File: src/design/rob_pkg.sv
/*
  shared widths, vector types and code enums for the reorder buffer
  major opcode, destination kind and execution route encodings
*/
package rob_pkg;

    localparam int XLEN      = 32;
    localparam int ROB_TAG_W = 4;

    typedef logic [XLEN-1:0]      word_t;     // pc, immediate, result
    typedef logic [4:0]           reg_idx_t;  // architectural register
    typedef logic [ROB_TAG_W-1:0] rob_tag_t;  // tag is the slot index
    typedef logic [2:0]           funct3_t;

    // RV32I major opcodes, bits [6:0] of the instruction
    typedef enum logic [6:0] {
        op_lui    = 7'b0110111,
        op_auipc  = 7'b0010111,
        op_jal    = 7'b1101111,
        op_jalr   = 7'b1100111,
        op_branch = 7'b1100011,
        op_load   = 7'b0000011,
        op_store  = 7'b0100011,
        op_imm    = 7'b0010011,
        op_reg    = 7'b0110011
    } op_major_e;

    // what an entry writes when it commits
    typedef enum logic [1:0] {
        dest_mem       = 2'd0,
        dest_reg       = 2'd1,
        dest_branch    = 2'd2,
        dest_jump_link = 2'd3
    } dest_kind_e;

    typedef enum logic [1:0] {
        route_lsu    = 2'd0,  // load/store buffer
        route_alu    = 2'd1,  // reservation station
        route_branch = 2'd2   // branch unit, jumps included
    } route_e;

endpackage

File: src/design/rob_classify.sv
/*
  opcode classifier for new allocations
  gives destination kind, execution route and jump flag
  LUI and AUIPC finish here with their value
*/
module rob_classify import rob_pkg::*; (
    input  op_major_e  op,
    input  word_t      pc,
    input  word_t      imm,
    output dest_kind_e kind,
    output route_e     route,
    output logic       is_jump,
    output logic       early_done,
    output word_t      early_value
);

    always_comb begin
        kind        = dest_reg;   // unknown opcodes behave as ALU writes
        route       = route_alu;
        is_jump     = 1'b0;
        early_done  = 1'b0;
        early_value = imm;
        case (op)
            op_lui: begin
                early_done = 1'b1;
            end
            op_auipc: begin
                early_done  = 1'b1;
                early_value = pc + imm;
            end
            op_jal, op_jalr: begin
                kind    = dest_jump_link;
                route   = route_branch;
                is_jump = 1'b1;
            end
            op_branch: begin
                kind  = dest_branch;
                route = route_branch;
            end
            op_load, op_store: begin
                kind  = dest_mem;  // loads share the memory kind
                route = route_lsu;
            end
            default: ;
        endcase
    end

endmodule

File: src/design/rob_entry_store.sv
/*
  circular entry storage of the reorder buffer
  head/tail pointers, occupancy count, valid/issued/done flags
  read ports for the issue selector and the commit head, tag writeback
*/
module rob_entry_store import rob_pkg::*; #(
    parameter int ROB_DEPTH = 16
) (
    input  logic                 clk_in,
    input  logic                 rst_n,
    // allocation
    input  logic                 alloc_valid,
    output logic                 alloc_ready,
    input  op_major_e            alloc_op,
    input  funct3_t              alloc_funct3,
    input  logic                 alloc_funct7_alt,
    input  word_t                alloc_pc,
    input  reg_idx_t             alloc_rd, alloc_rs1, alloc_rs2,
    input  word_t                alloc_imm,
    input  dest_kind_e           kind,
    input  route_e               route,
    input  logic                 is_jump,
    input  logic                 early_done,
    input  word_t                early_value,
    // issue selection
    output logic [ROB_DEPTH-1:0] pending_mask,
    output rob_tag_t             head_ptr,
    input  rob_tag_t             sel_tag,
    input  logic                 issue_take,
    output op_major_e            sel_op,
    output funct3_t              sel_funct3,
    output logic                 sel_funct7_alt,
    output word_t                sel_pc,
    output reg_idx_t             sel_rd, sel_rs1, sel_rs2,
    output word_t                sel_imm,
    output route_e               sel_route,
    output logic                 sel_is_jump,
    // writeback
    input  logic                 wb_valid,
    input  rob_tag_t             wb_tag,
    input  word_t                wb_value,
    input  logic                 wb_pc_change,
    input  word_t                wb_new_pc,
    // commit head
    output logic                 head_done,
    output rob_tag_t             head_tag,
    output dest_kind_e           head_kind,
    output reg_idx_t             head_rd,
    output word_t                head_value,
    output logic                 head_pc_change,
    output word_t                head_new_pc,
    input  logic                 commit_take
);

    op_major_e  op_q [ROB_DEPTH];
    funct3_t    funct3_q [ROB_DEPTH];
    logic       funct7_alt_q [ROB_DEPTH];
    word_t      pc_q [ROB_DEPTH];
    reg_idx_t   rd_q [ROB_DEPTH];
    reg_idx_t   rs1_q [ROB_DEPTH];
    reg_idx_t   rs2_q [ROB_DEPTH];
    word_t      imm_q [ROB_DEPTH];
    dest_kind_e kind_q [ROB_DEPTH];
    route_e     route_q [ROB_DEPTH];
    logic       is_jump_q [ROB_DEPTH];
    word_t      value_q [ROB_DEPTH];
    logic       pc_change_q [ROB_DEPTH];
    word_t      new_pc_q [ROB_DEPTH];

    logic [ROB_DEPTH-1:0] valid_q, issued_q, done_q;
    rob_tag_t             tail_ptr;
    logic [ROB_TAG_W:0]   count;      // one bit wider, holds ROB_DEPTH
    logic                 alloc_fire;
    logic                 redirect_kind;

    function automatic rob_tag_t ptr_next(input rob_tag_t p);
        if (p == rob_tag_t'(ROB_DEPTH - 1)) begin
            return '0;
        end
        return p + 1'b1;
    endfunction

    assign alloc_ready  = (count < ROB_DEPTH);
    assign alloc_fire   = alloc_valid & alloc_ready;
    assign pending_mask = valid_q & ~issued_q;

    always_ff @(posedge clk_in or negedge rst_n) begin
        if (!rst_n) begin
            valid_q  <= '0;
            issued_q <= '0;
            done_q   <= '0;
            tail_ptr <= '0;
            head_ptr <= '0;
            count    <= '0;
        end else begin
            if (alloc_fire) begin
                valid_q[tail_ptr]  <= 1'b1;
                issued_q[tail_ptr] <= early_done;  // never goes to a unit
                done_q[tail_ptr]   <= early_done;
                tail_ptr           <= ptr_next(tail_ptr);
            end
            if (issue_take) issued_q[sel_tag] <= 1'b1;
            if (wb_valid) done_q[wb_tag] <= 1'b1;
            if (commit_take) begin
                valid_q[head_ptr] <= 1'b0;
                head_ptr          <= ptr_next(head_ptr);
            end
            if (alloc_fire && !commit_take) begin
                count <= count + 1'b1;
            end else if (!alloc_fire && commit_take) begin
                count <= count - 1'b1;
            end
        end
    end

    always_ff @(posedge clk_in) begin
        if (alloc_fire) begin
            op_q[tail_ptr]         <= alloc_op;
            funct3_q[tail_ptr]     <= alloc_funct3;
            funct7_alt_q[tail_ptr] <= alloc_funct7_alt;
            pc_q[tail_ptr]         <= alloc_pc;
            rd_q[tail_ptr]         <= alloc_rd;
            rs1_q[tail_ptr]        <= alloc_rs1;
            rs2_q[tail_ptr]        <= alloc_rs2;
            imm_q[tail_ptr]        <= alloc_imm;
            kind_q[tail_ptr]       <= kind;
            route_q[tail_ptr]      <= route;
            is_jump_q[tail_ptr]    <= is_jump;
            value_q[tail_ptr]      <= early_value;
            pc_change_q[tail_ptr]  <= 1'b0;
        end
        if (wb_valid) begin
            value_q[wb_tag]     <= wb_value;
            pc_change_q[wb_tag] <= wb_pc_change;
            new_pc_q[wb_tag]    <= wb_new_pc;
        end
    end

    assign sel_op         = op_q[sel_tag];
    assign sel_funct3     = funct3_q[sel_tag];
    assign sel_funct7_alt = funct7_alt_q[sel_tag];
    assign sel_pc         = pc_q[sel_tag];
    assign sel_rd         = rd_q[sel_tag];
    assign sel_rs1        = rs1_q[sel_tag];
    assign sel_rs2        = rs2_q[sel_tag];
    assign sel_imm        = imm_q[sel_tag];
    assign sel_route      = route_q[sel_tag];
    assign sel_is_jump    = is_jump_q[sel_tag];

    // only branches and jumps may redirect fetch
    assign redirect_kind  = (kind_q[head_ptr] == dest_branch) ||
                            (kind_q[head_ptr] == dest_jump_link);
    assign head_done      = valid_q[head_ptr] & done_q[head_ptr];
    assign head_tag       = head_ptr;
    assign head_kind      = kind_q[head_ptr];
    assign head_rd        = rd_q[head_ptr];
    assign head_value     = value_q[head_ptr];
    assign head_pc_change = redirect_kind & pc_change_q[head_ptr];
    assign head_new_pc    = head_pc_change ? new_pc_q[head_ptr] : pc_q[head_ptr];

endmodule

File: src/design/rob_issue_select.sv
/*
  oldest-first issue selection and the issue output register
*/
module rob_issue_select import rob_pkg::*; #(
    parameter int ROB_DEPTH = 16
) (
    input  logic                 clk_in,
    input  logic                 rst_n,
    input  logic [ROB_DEPTH-1:0] pending_mask,
    input  rob_tag_t             head_ptr,
    input  op_major_e            sel_op,
    input  funct3_t              sel_funct3,
    input  logic                 sel_funct7_alt,
    input  word_t                sel_pc,
    input  reg_idx_t             sel_rd, sel_rs1, sel_rs2,
    input  word_t                sel_imm,
    input  route_e               sel_route,
    input  logic                 sel_is_jump,
    output rob_tag_t             sel_tag,
    output logic                 issue_take,
    output logic                 issue_valid,
    input  logic                 issue_ready,
    output rob_tag_t             issue_tag,
    output route_e               issue_route,
    output logic                 issue_is_jump,
    output op_major_e            issue_op,
    output funct3_t              issue_funct3,
    output logic                 issue_funct7_alt,
    output word_t                issue_pc,
    output reg_idx_t             issue_rd, issue_rs1, issue_rs2,
    output word_t                issue_imm
);

    logic found;

    // walk from the head so the first hit is the oldest
    always_comb begin
        int idx;
        found   = 1'b0;
        sel_tag = head_ptr;
        for (int k = 0; k < ROB_DEPTH; k++) begin
            idx = int'(head_ptr) + k;
            if (idx >= ROB_DEPTH) idx = idx - ROB_DEPTH;  // wrap
            if (!found && pending_mask[idx]) begin
                found   = 1'b1;
                sel_tag = rob_tag_t'(idx);
            end
        end
    end

    assign issue_take = found & (~issue_valid | issue_ready);

    always_ff @(posedge clk_in or negedge rst_n) begin
        if (!rst_n) begin
            issue_valid <= 1'b0;
        end else if (issue_take) begin
            issue_valid <= 1'b1;
        end else if (issue_ready) begin
            issue_valid <= 1'b0;  // drained, nothing new
        end
    end

    always_ff @(posedge clk_in) begin
        if (issue_take) begin
            issue_tag        <= sel_tag;
            issue_route      <= sel_route;
            issue_is_jump    <= sel_is_jump;
            issue_op         <= sel_op;
            issue_funct3     <= sel_funct3;
            issue_funct7_alt <= sel_funct7_alt;
            issue_pc         <= sel_pc;
            issue_rd         <= sel_rd;
            issue_rs1        <= sel_rs1;
            issue_rs2        <= sel_rs2;
            issue_imm        <= sel_imm;
        end
    end

endmodule

File: src/design/rob_commit.sv
/*
  in-order commit register
  takes the done head and pops it from the store
*/
module rob_commit import rob_pkg::*; (
    input  logic       clk_in,
    input  logic       rst_n,
    input  logic       head_done,
    input  rob_tag_t   head_tag,
    input  dest_kind_e head_kind,
    input  reg_idx_t   head_rd,
    input  word_t      head_value,
    input  logic       head_pc_change,
    input  word_t      head_new_pc,
    output logic       commit_take,
    output logic       commit_valid,
    input  logic       commit_ready,
    output rob_tag_t   commit_tag,
    output dest_kind_e commit_kind,
    output reg_idx_t   commit_rd,
    output word_t      commit_value,
    output logic       commit_pc_change,
    output word_t      commit_new_pc
);

    // free or draining this cycle
    assign commit_take = head_done & (~commit_valid | commit_ready);

    always_ff @(posedge clk_in or negedge rst_n) begin
        if (!rst_n) begin
            commit_valid <= 1'b0;
        end else if (commit_take) begin
            commit_valid <= 1'b1;
        end else if (commit_ready) begin
            commit_valid <= 1'b0;
        end
    end

    always_ff @(posedge clk_in) begin
        if (commit_take) begin
            commit_tag       <= head_tag;
            commit_kind      <= head_kind;
            commit_rd        <= head_rd;
            commit_value     <= head_value;
            commit_pc_change <= head_pc_change;
            commit_new_pc    <= head_new_pc;  // own pc unless redirected
        end
    end

endmodule

File: src/design/rob_top.sv
/*
  reorder buffer top level
  classifier, entry store, issue selector and commit stage
*/
module rob_top import rob_pkg::*; #(
    parameter int ROB_DEPTH = 16
) (
    input  logic       clk_in,
    input  logic       rst_n,
    // allocation
    input  logic       alloc_valid,
    output logic       alloc_ready,
    input  op_major_e  alloc_op,
    input  funct3_t    alloc_funct3,
    input  logic       alloc_funct7_alt,
    input  word_t      alloc_pc,
    input  reg_idx_t   alloc_rd, alloc_rs1, alloc_rs2,
    input  word_t      alloc_imm,
    // issue
    output logic       issue_valid,
    input  logic       issue_ready,
    output rob_tag_t   issue_tag,
    output route_e     issue_route,
    output logic       issue_is_jump,
    output op_major_e  issue_op,
    output funct3_t    issue_funct3,
    output logic       issue_funct7_alt,
    output word_t      issue_pc,
    output reg_idx_t   issue_rd, issue_rs1, issue_rs2,
    output word_t      issue_imm,
    // writeback, always accepted
    input  logic       wb_valid,
    input  rob_tag_t   wb_tag,
    input  word_t      wb_value,
    input  logic       wb_pc_change,
    input  word_t      wb_new_pc,
    // commit
    output logic       commit_valid,
    input  logic       commit_ready,
    output rob_tag_t   commit_tag,
    output dest_kind_e commit_kind,
    output reg_idx_t   commit_rd,
    output word_t      commit_value,
    output logic       commit_pc_change,
    output word_t      commit_new_pc
);

    dest_kind_e           kind;
    route_e               route;
    logic                 is_jump, early_done;
    word_t                early_value;
    logic [ROB_DEPTH-1:0] pending_mask;
    rob_tag_t             head_ptr, sel_tag;
    logic                 issue_take;
    op_major_e            sel_op;
    funct3_t              sel_funct3;
    logic                 sel_funct7_alt;
    word_t                sel_pc, sel_imm;
    reg_idx_t             sel_rd, sel_rs1, sel_rs2;
    route_e               sel_route;
    logic                 sel_is_jump;
    logic                 head_done, head_pc_change, commit_take;
    rob_tag_t             head_tag;
    dest_kind_e           head_kind;
    reg_idx_t             head_rd;
    word_t                head_value, head_new_pc;

    rob_classify classify_i (
        .op          (alloc_op),
        .pc          (alloc_pc),
        .imm         (alloc_imm),
        .kind        (kind),
        .route       (route),
        .is_jump     (is_jump),
        .early_done  (early_done),
        .early_value (early_value)
    );

    rob_entry_store #(.ROB_DEPTH(ROB_DEPTH)) store_i (.*);

    rob_issue_select #(.ROB_DEPTH(ROB_DEPTH)) issue_i (.*);

    rob_commit commit_i (.*);

endmodule

File: config.mk
export PLATFORM = sky130hd
export DESIGN_NAME = rob_top
export DESIGN_NICKNAME = d
export VERILOG_FILES = /design/src/design/rob_pkg.sv /design/src/design/rob_classify.sv /design/src/design/rob_entry_store.sv /design/src/design/rob_issue_select.sv /design/src/design/rob_commit.sv /design/src/design/rob_top.sv
export SDC_FILE = /design/constraint.sdc
export NUM_CORES = 2
export LEC_CHECK = 0
export BUFFER_PORTS_ARGS = -buffer_cell sky130_fd_sc_hd__buf_2
export CORE_MARGIN = 1.5
export CORE_UTILIZATION = 55
export DETAILED_ROUTE_END_ITERATION = 10
export MAX_ROUTING_LAYER = met4
export PLACE_DENSITY_LB_ADDON = 0.08
export SYNTH_ARGS = -nofsm -noshare
export SYNTH_HDL_FRONTEND = slang
export SYNTH_SLANG_ARGS = --single-unit
File: constraint.sdc
create_clock -name clk_in -period 7.46 [get_ports clk_in]
set_input_delay 0.373 -clock clk_in [delete_from_list [all_inputs] [get_ports clk_in]]
set_output_delay 0.373 -clock clk_in [all_outputs]
set_load 0.02 [all_outputs]
==> results.json <==
{
  "hp-start": "alloc_pc[21]",
  "ys_seq_area_frac": 0.7030,
  "period_minus_slack_ps": 6578,
  "port-buffer-count": 340,
  "layout-drive-gt1-share": 0.2106,
  "place_congestion": 0.9304,
  "grt_setup_unrepaired": "false",
  "clock-sinks": 2796,
  "max-cap-violations": 0,
  "final_max_slew_viol_count": 0,
  "ctsHtreeMaxLevel": 5,
  "r2r_slack_ps": 880,
  "dieHeight_um": 468.1,
  "ff2ff_path_depth": 17,
  "drt_iter0_drc": 10100,
  "cp_max_fo": 120,
  "grt_max_degree": 152,
  "ctsResizeCount": 0,
  "ctsRootBufferMaster": "clkbuf_16",
  "syn_nets": 7327,
  "fmax_mhz": 152.0,
  "status": "complete, no violations",
  "synth.distinct_cells": 80,
  "fin_area_um2": 134900,
  "fp.dieW_um": 468.1,
  "synth_largest_area_cell": "edfxtp_1",
  "cts_setup_buffers": 0,
  "crit_type": "reg2reg",
  "cts_tree": "yes",
  "cp_slowest_cell": "buf_4",
  "die_area_um2": 219100,
  "grt-ovfl-total": 0,
  "clock_path_buffers": 4,
  "routedWlPerCell_um": 34.33,
  "grt_pass1_vias": 69880,
  "arrival_ps": 7420,
  "whs_endpoint": "store_i.pc_q[7][21]$_DFFE_PP_",
  "cp_slowest_stage_delay_ps": 850,
  "r2r-start": "store_i.head_ptr[1]$_DFFE_PN0P_",
  "synthTopCellsByArea": "edfxtp_1 69%, mux4_2 11%, mux2i_1 2.6%",
  "min_path_cells": 1,
  "fin_crit_sh": 0.8818,
  "syn_avg_cell_area_um2": 16.74,
  "final_cell_mix": "2,733 x edfxtp_1, 562 x mux4_2, 553 x nor2_1",
  "clk_latency_ps": 960,
  "final_common_cell": "edfxtp_1",
  "coreArea_um2": 214800,
  "drc": 0,
  "place_area_um2": 124200,
  "skew_ps": 56.87,
  "finalHoldViolations": 0,
  "synthesis.area_um2": 119000,
  "dp_hpwl_mm": 201.5,
  "num_vias": 72400,
  "cp-start-kind": "flip-flop",
  "fin_ws_ps": 881.6,
  "synth_flop_cell": "edfxtp_1",
  "async_reset_ff_frac": 0.02253,
  "worstPathCellList": "buf_4 > buf_12 > buf_4 > nand3_1 > o21ai_0 > mux4_2 > o21ai_0 > a21oi_4 > inv_1 > ha_1 > inv_1 > ha_1 > a21o_1 > a21oi_1 > xnor2_1 > nor2_1 > xnor2_1",
  "path_clk_slew_ps": 70,
  "num_rows": 170,
  "ys_warn_count": 0,
  "synth_top_cell_area_share": 0.6897,
  "syn_to_final_growth_pct": 13.35,
  "io_pins": 341,
  "cp-end-kind": "flip-flop",
  "initial_core_util": 0.5538,
  "drt_wl_total_mm": 364.9,
  "tightest_slew_ps": 1208,
  "drtAntennaViolNets": 0,
  "drt-pass1-iter-count": 6,
  "syn_inst": 7108,
  "ys_ff_latch": 2796,
  "setup_viol": 0,
  "synth_edf_count": 2733,
  "r2r_end": "store_i.count[4]$_DFFE_PN0P_",
  "pre_cts_slack_ps": 998.8,
  "slew_headroom": 0.1945,
  "cts.hold.buffers_added": 158,
  "via_per_inst": 6.812,
  "worstHoldPathType": "in2reg",
  "numCtsBuffers": 304,
  "setup_tns_ps": 0,
  "finish.utilization": 0.6278,
  "required_ps": 8310,
  "grt_pass1_wl_mm": 513.8,
  "grt_usage": 0.3412,
  "nets": 7772,
  "grt_antenna_before_repair": 41
}
registers in the layout, indices dropped and copies added, names as in the netlist, 7 cells and up:
| signal | cells |
|---|---|
| commit_i.commit_new_pc | 32 |
| commit_i.commit_value | 32 |
| issue_i.issue_imm | 32 |
| issue_i.issue_op | 7 |
| issue_i.issue_pc | 32 |
| store_i.done_q | 16 |
| store_i.funct3_q | 48 |
| store_i.funct7_alt_q | 16 |
| store_i.imm_q | 512 |
| store_i.is_jump_q | 16 |
| store_i.issued_q | 16 |
| store_i.kind_q | 32 |
| store_i.new_pc_q | 512 |
| store_i.op_q | 112 |
| store_i.pc_change_q | 16 |
| store_i.pc_q | 512 |
| store_i.rd_q | 80 |
| store_i.route_q | 32 |
| store_i.rs1_q | 80 |
| store_i.rs2_q | 80 |
| store_i.valid_q | 16 |
| store_i.value_q | 512 |
synthesized netlist by cell type (9+ instances only):
library cell  instances
mux4_2              562
inv_1                67
clkbuf_1            361
a221o_1              14
nand4_1               9
nand3_1              25
a22oi_1             209
a211oi_1             11
o21a_1                9
o21ai_0             168
and4_1               70
dfrtp_1              63
buf_1                67
a22o_1              169
edfxtp_1           2733
ha_1                 52
nand2_1             310
and3_1               21
buf_2               120
buf_4                13
and2_1               18
nor2b_1              19
a21oi_1             452
xor2_1               16
o211ai_1            217
a21o_1               16
nand2b_1             24
mux2_2               43
mux2i_1             310
a2bb2oi_1            18
a221oi_1             94
o21ai_1              79
o22a_1               18
nor2_1              554
nor3_1               26
o2111ai_1            27
xnor2_1              25
stage by stage:
stage                     cells  hold slack (ps)
after floorplan            7108            77.41
after global placement     9927            478.9
after detailed placement   9927            483.7
after CTS                 10600            1.109
after global routing      10620            47.88
final                     10630            51.63
how the worst max path moves through the flow:
stage,to,startpoint
floorplan,issue_i.issue_funct3[0]$_DFFE_PP_,store_i.head_ptr[3]$_DFFE_PN0P_
detailed placement,issue_i.issue_imm[10]$_DFFE_PP_,store_i.head_ptr[1]$_DFFE_PN0P_
global route,store_i.count[4]$_DFFE_PN0P_,store_i.head_ptr[1]$_DFFE_PN0P_
finish,store_i.count[4]$_DFFE_PN0P_,store_i.head_ptr[1]$_DFFE_PN0P_
CTS,store_i.count[4]$_DFFE_PN0P_,store_i.head_ptr[1]$_DFFE_PN0P_
global placement,store_i.count[4]$_DFFE_PN0P_,store_i.head_ptr[1]$_DFFE_PN0P_
metal layers:
| layer | up-vias | wire, um | track usage |
|---|---|---|---|
| met5 | - | 0 | - |
| met4 | 0 | 13100 | 0.1133 |
| met3 | 746 | 35830 | 0.05249 |
| met2 | 4428 | 174800 | 0.5261 |
| met1 | 37550 | 141200 | 0.4702 |
| li1 | 29680 | - | - |
cell type report:
type | instances | area, um^2
inverters | 75 | 386.6
multi-input cells | 3675 | 32940
fillers | 15380 | 79960
clock inverters | 133 | 955.9
diodes | 34 | 85.08
well taps | 2838 | 3551
clock buffers | 377 | 8049
repair buffers | 701 | 5245
flip-flops and latches | 2796 | 83660
kinds of logic (layout without fill, tap and decap cells):
group / count (synthesis) / count (layout) / share of synthesized area
AOI/OAI and AO/OA: 1553 / 1553 / 0.08747
xor gates and xnor gates: 45 / 45 / 0.003659
adders and majority gates: 54 / 54 / 0.005805
buffers and inverters: 637 / 1286 / 0.02183
DFF: 2796 / 2796 / 0.7030
muxes: 918 / 918 / 0.1369
other: 0 / 34 / 0
and+or+nand+nor: 1105 / 1105 / 0.04134
critical path: cells and delay by family, from the launching register on:
kind                     cells  cell delay [ps]
flip-flops                   1              710
AND/OR/NAND/NOR              2              310
AO/OA/AOI/OAI                5             1480
multiplexers                 1              290
XOR/XNOR                     2              230
adder cells (fa/ha/maj)      2              560
buffers and inverters        5             2590
Power is left out: the tool's default activity adds up to more than one toggle a clock period on the data nets, which glitch-free logic cannot reach.
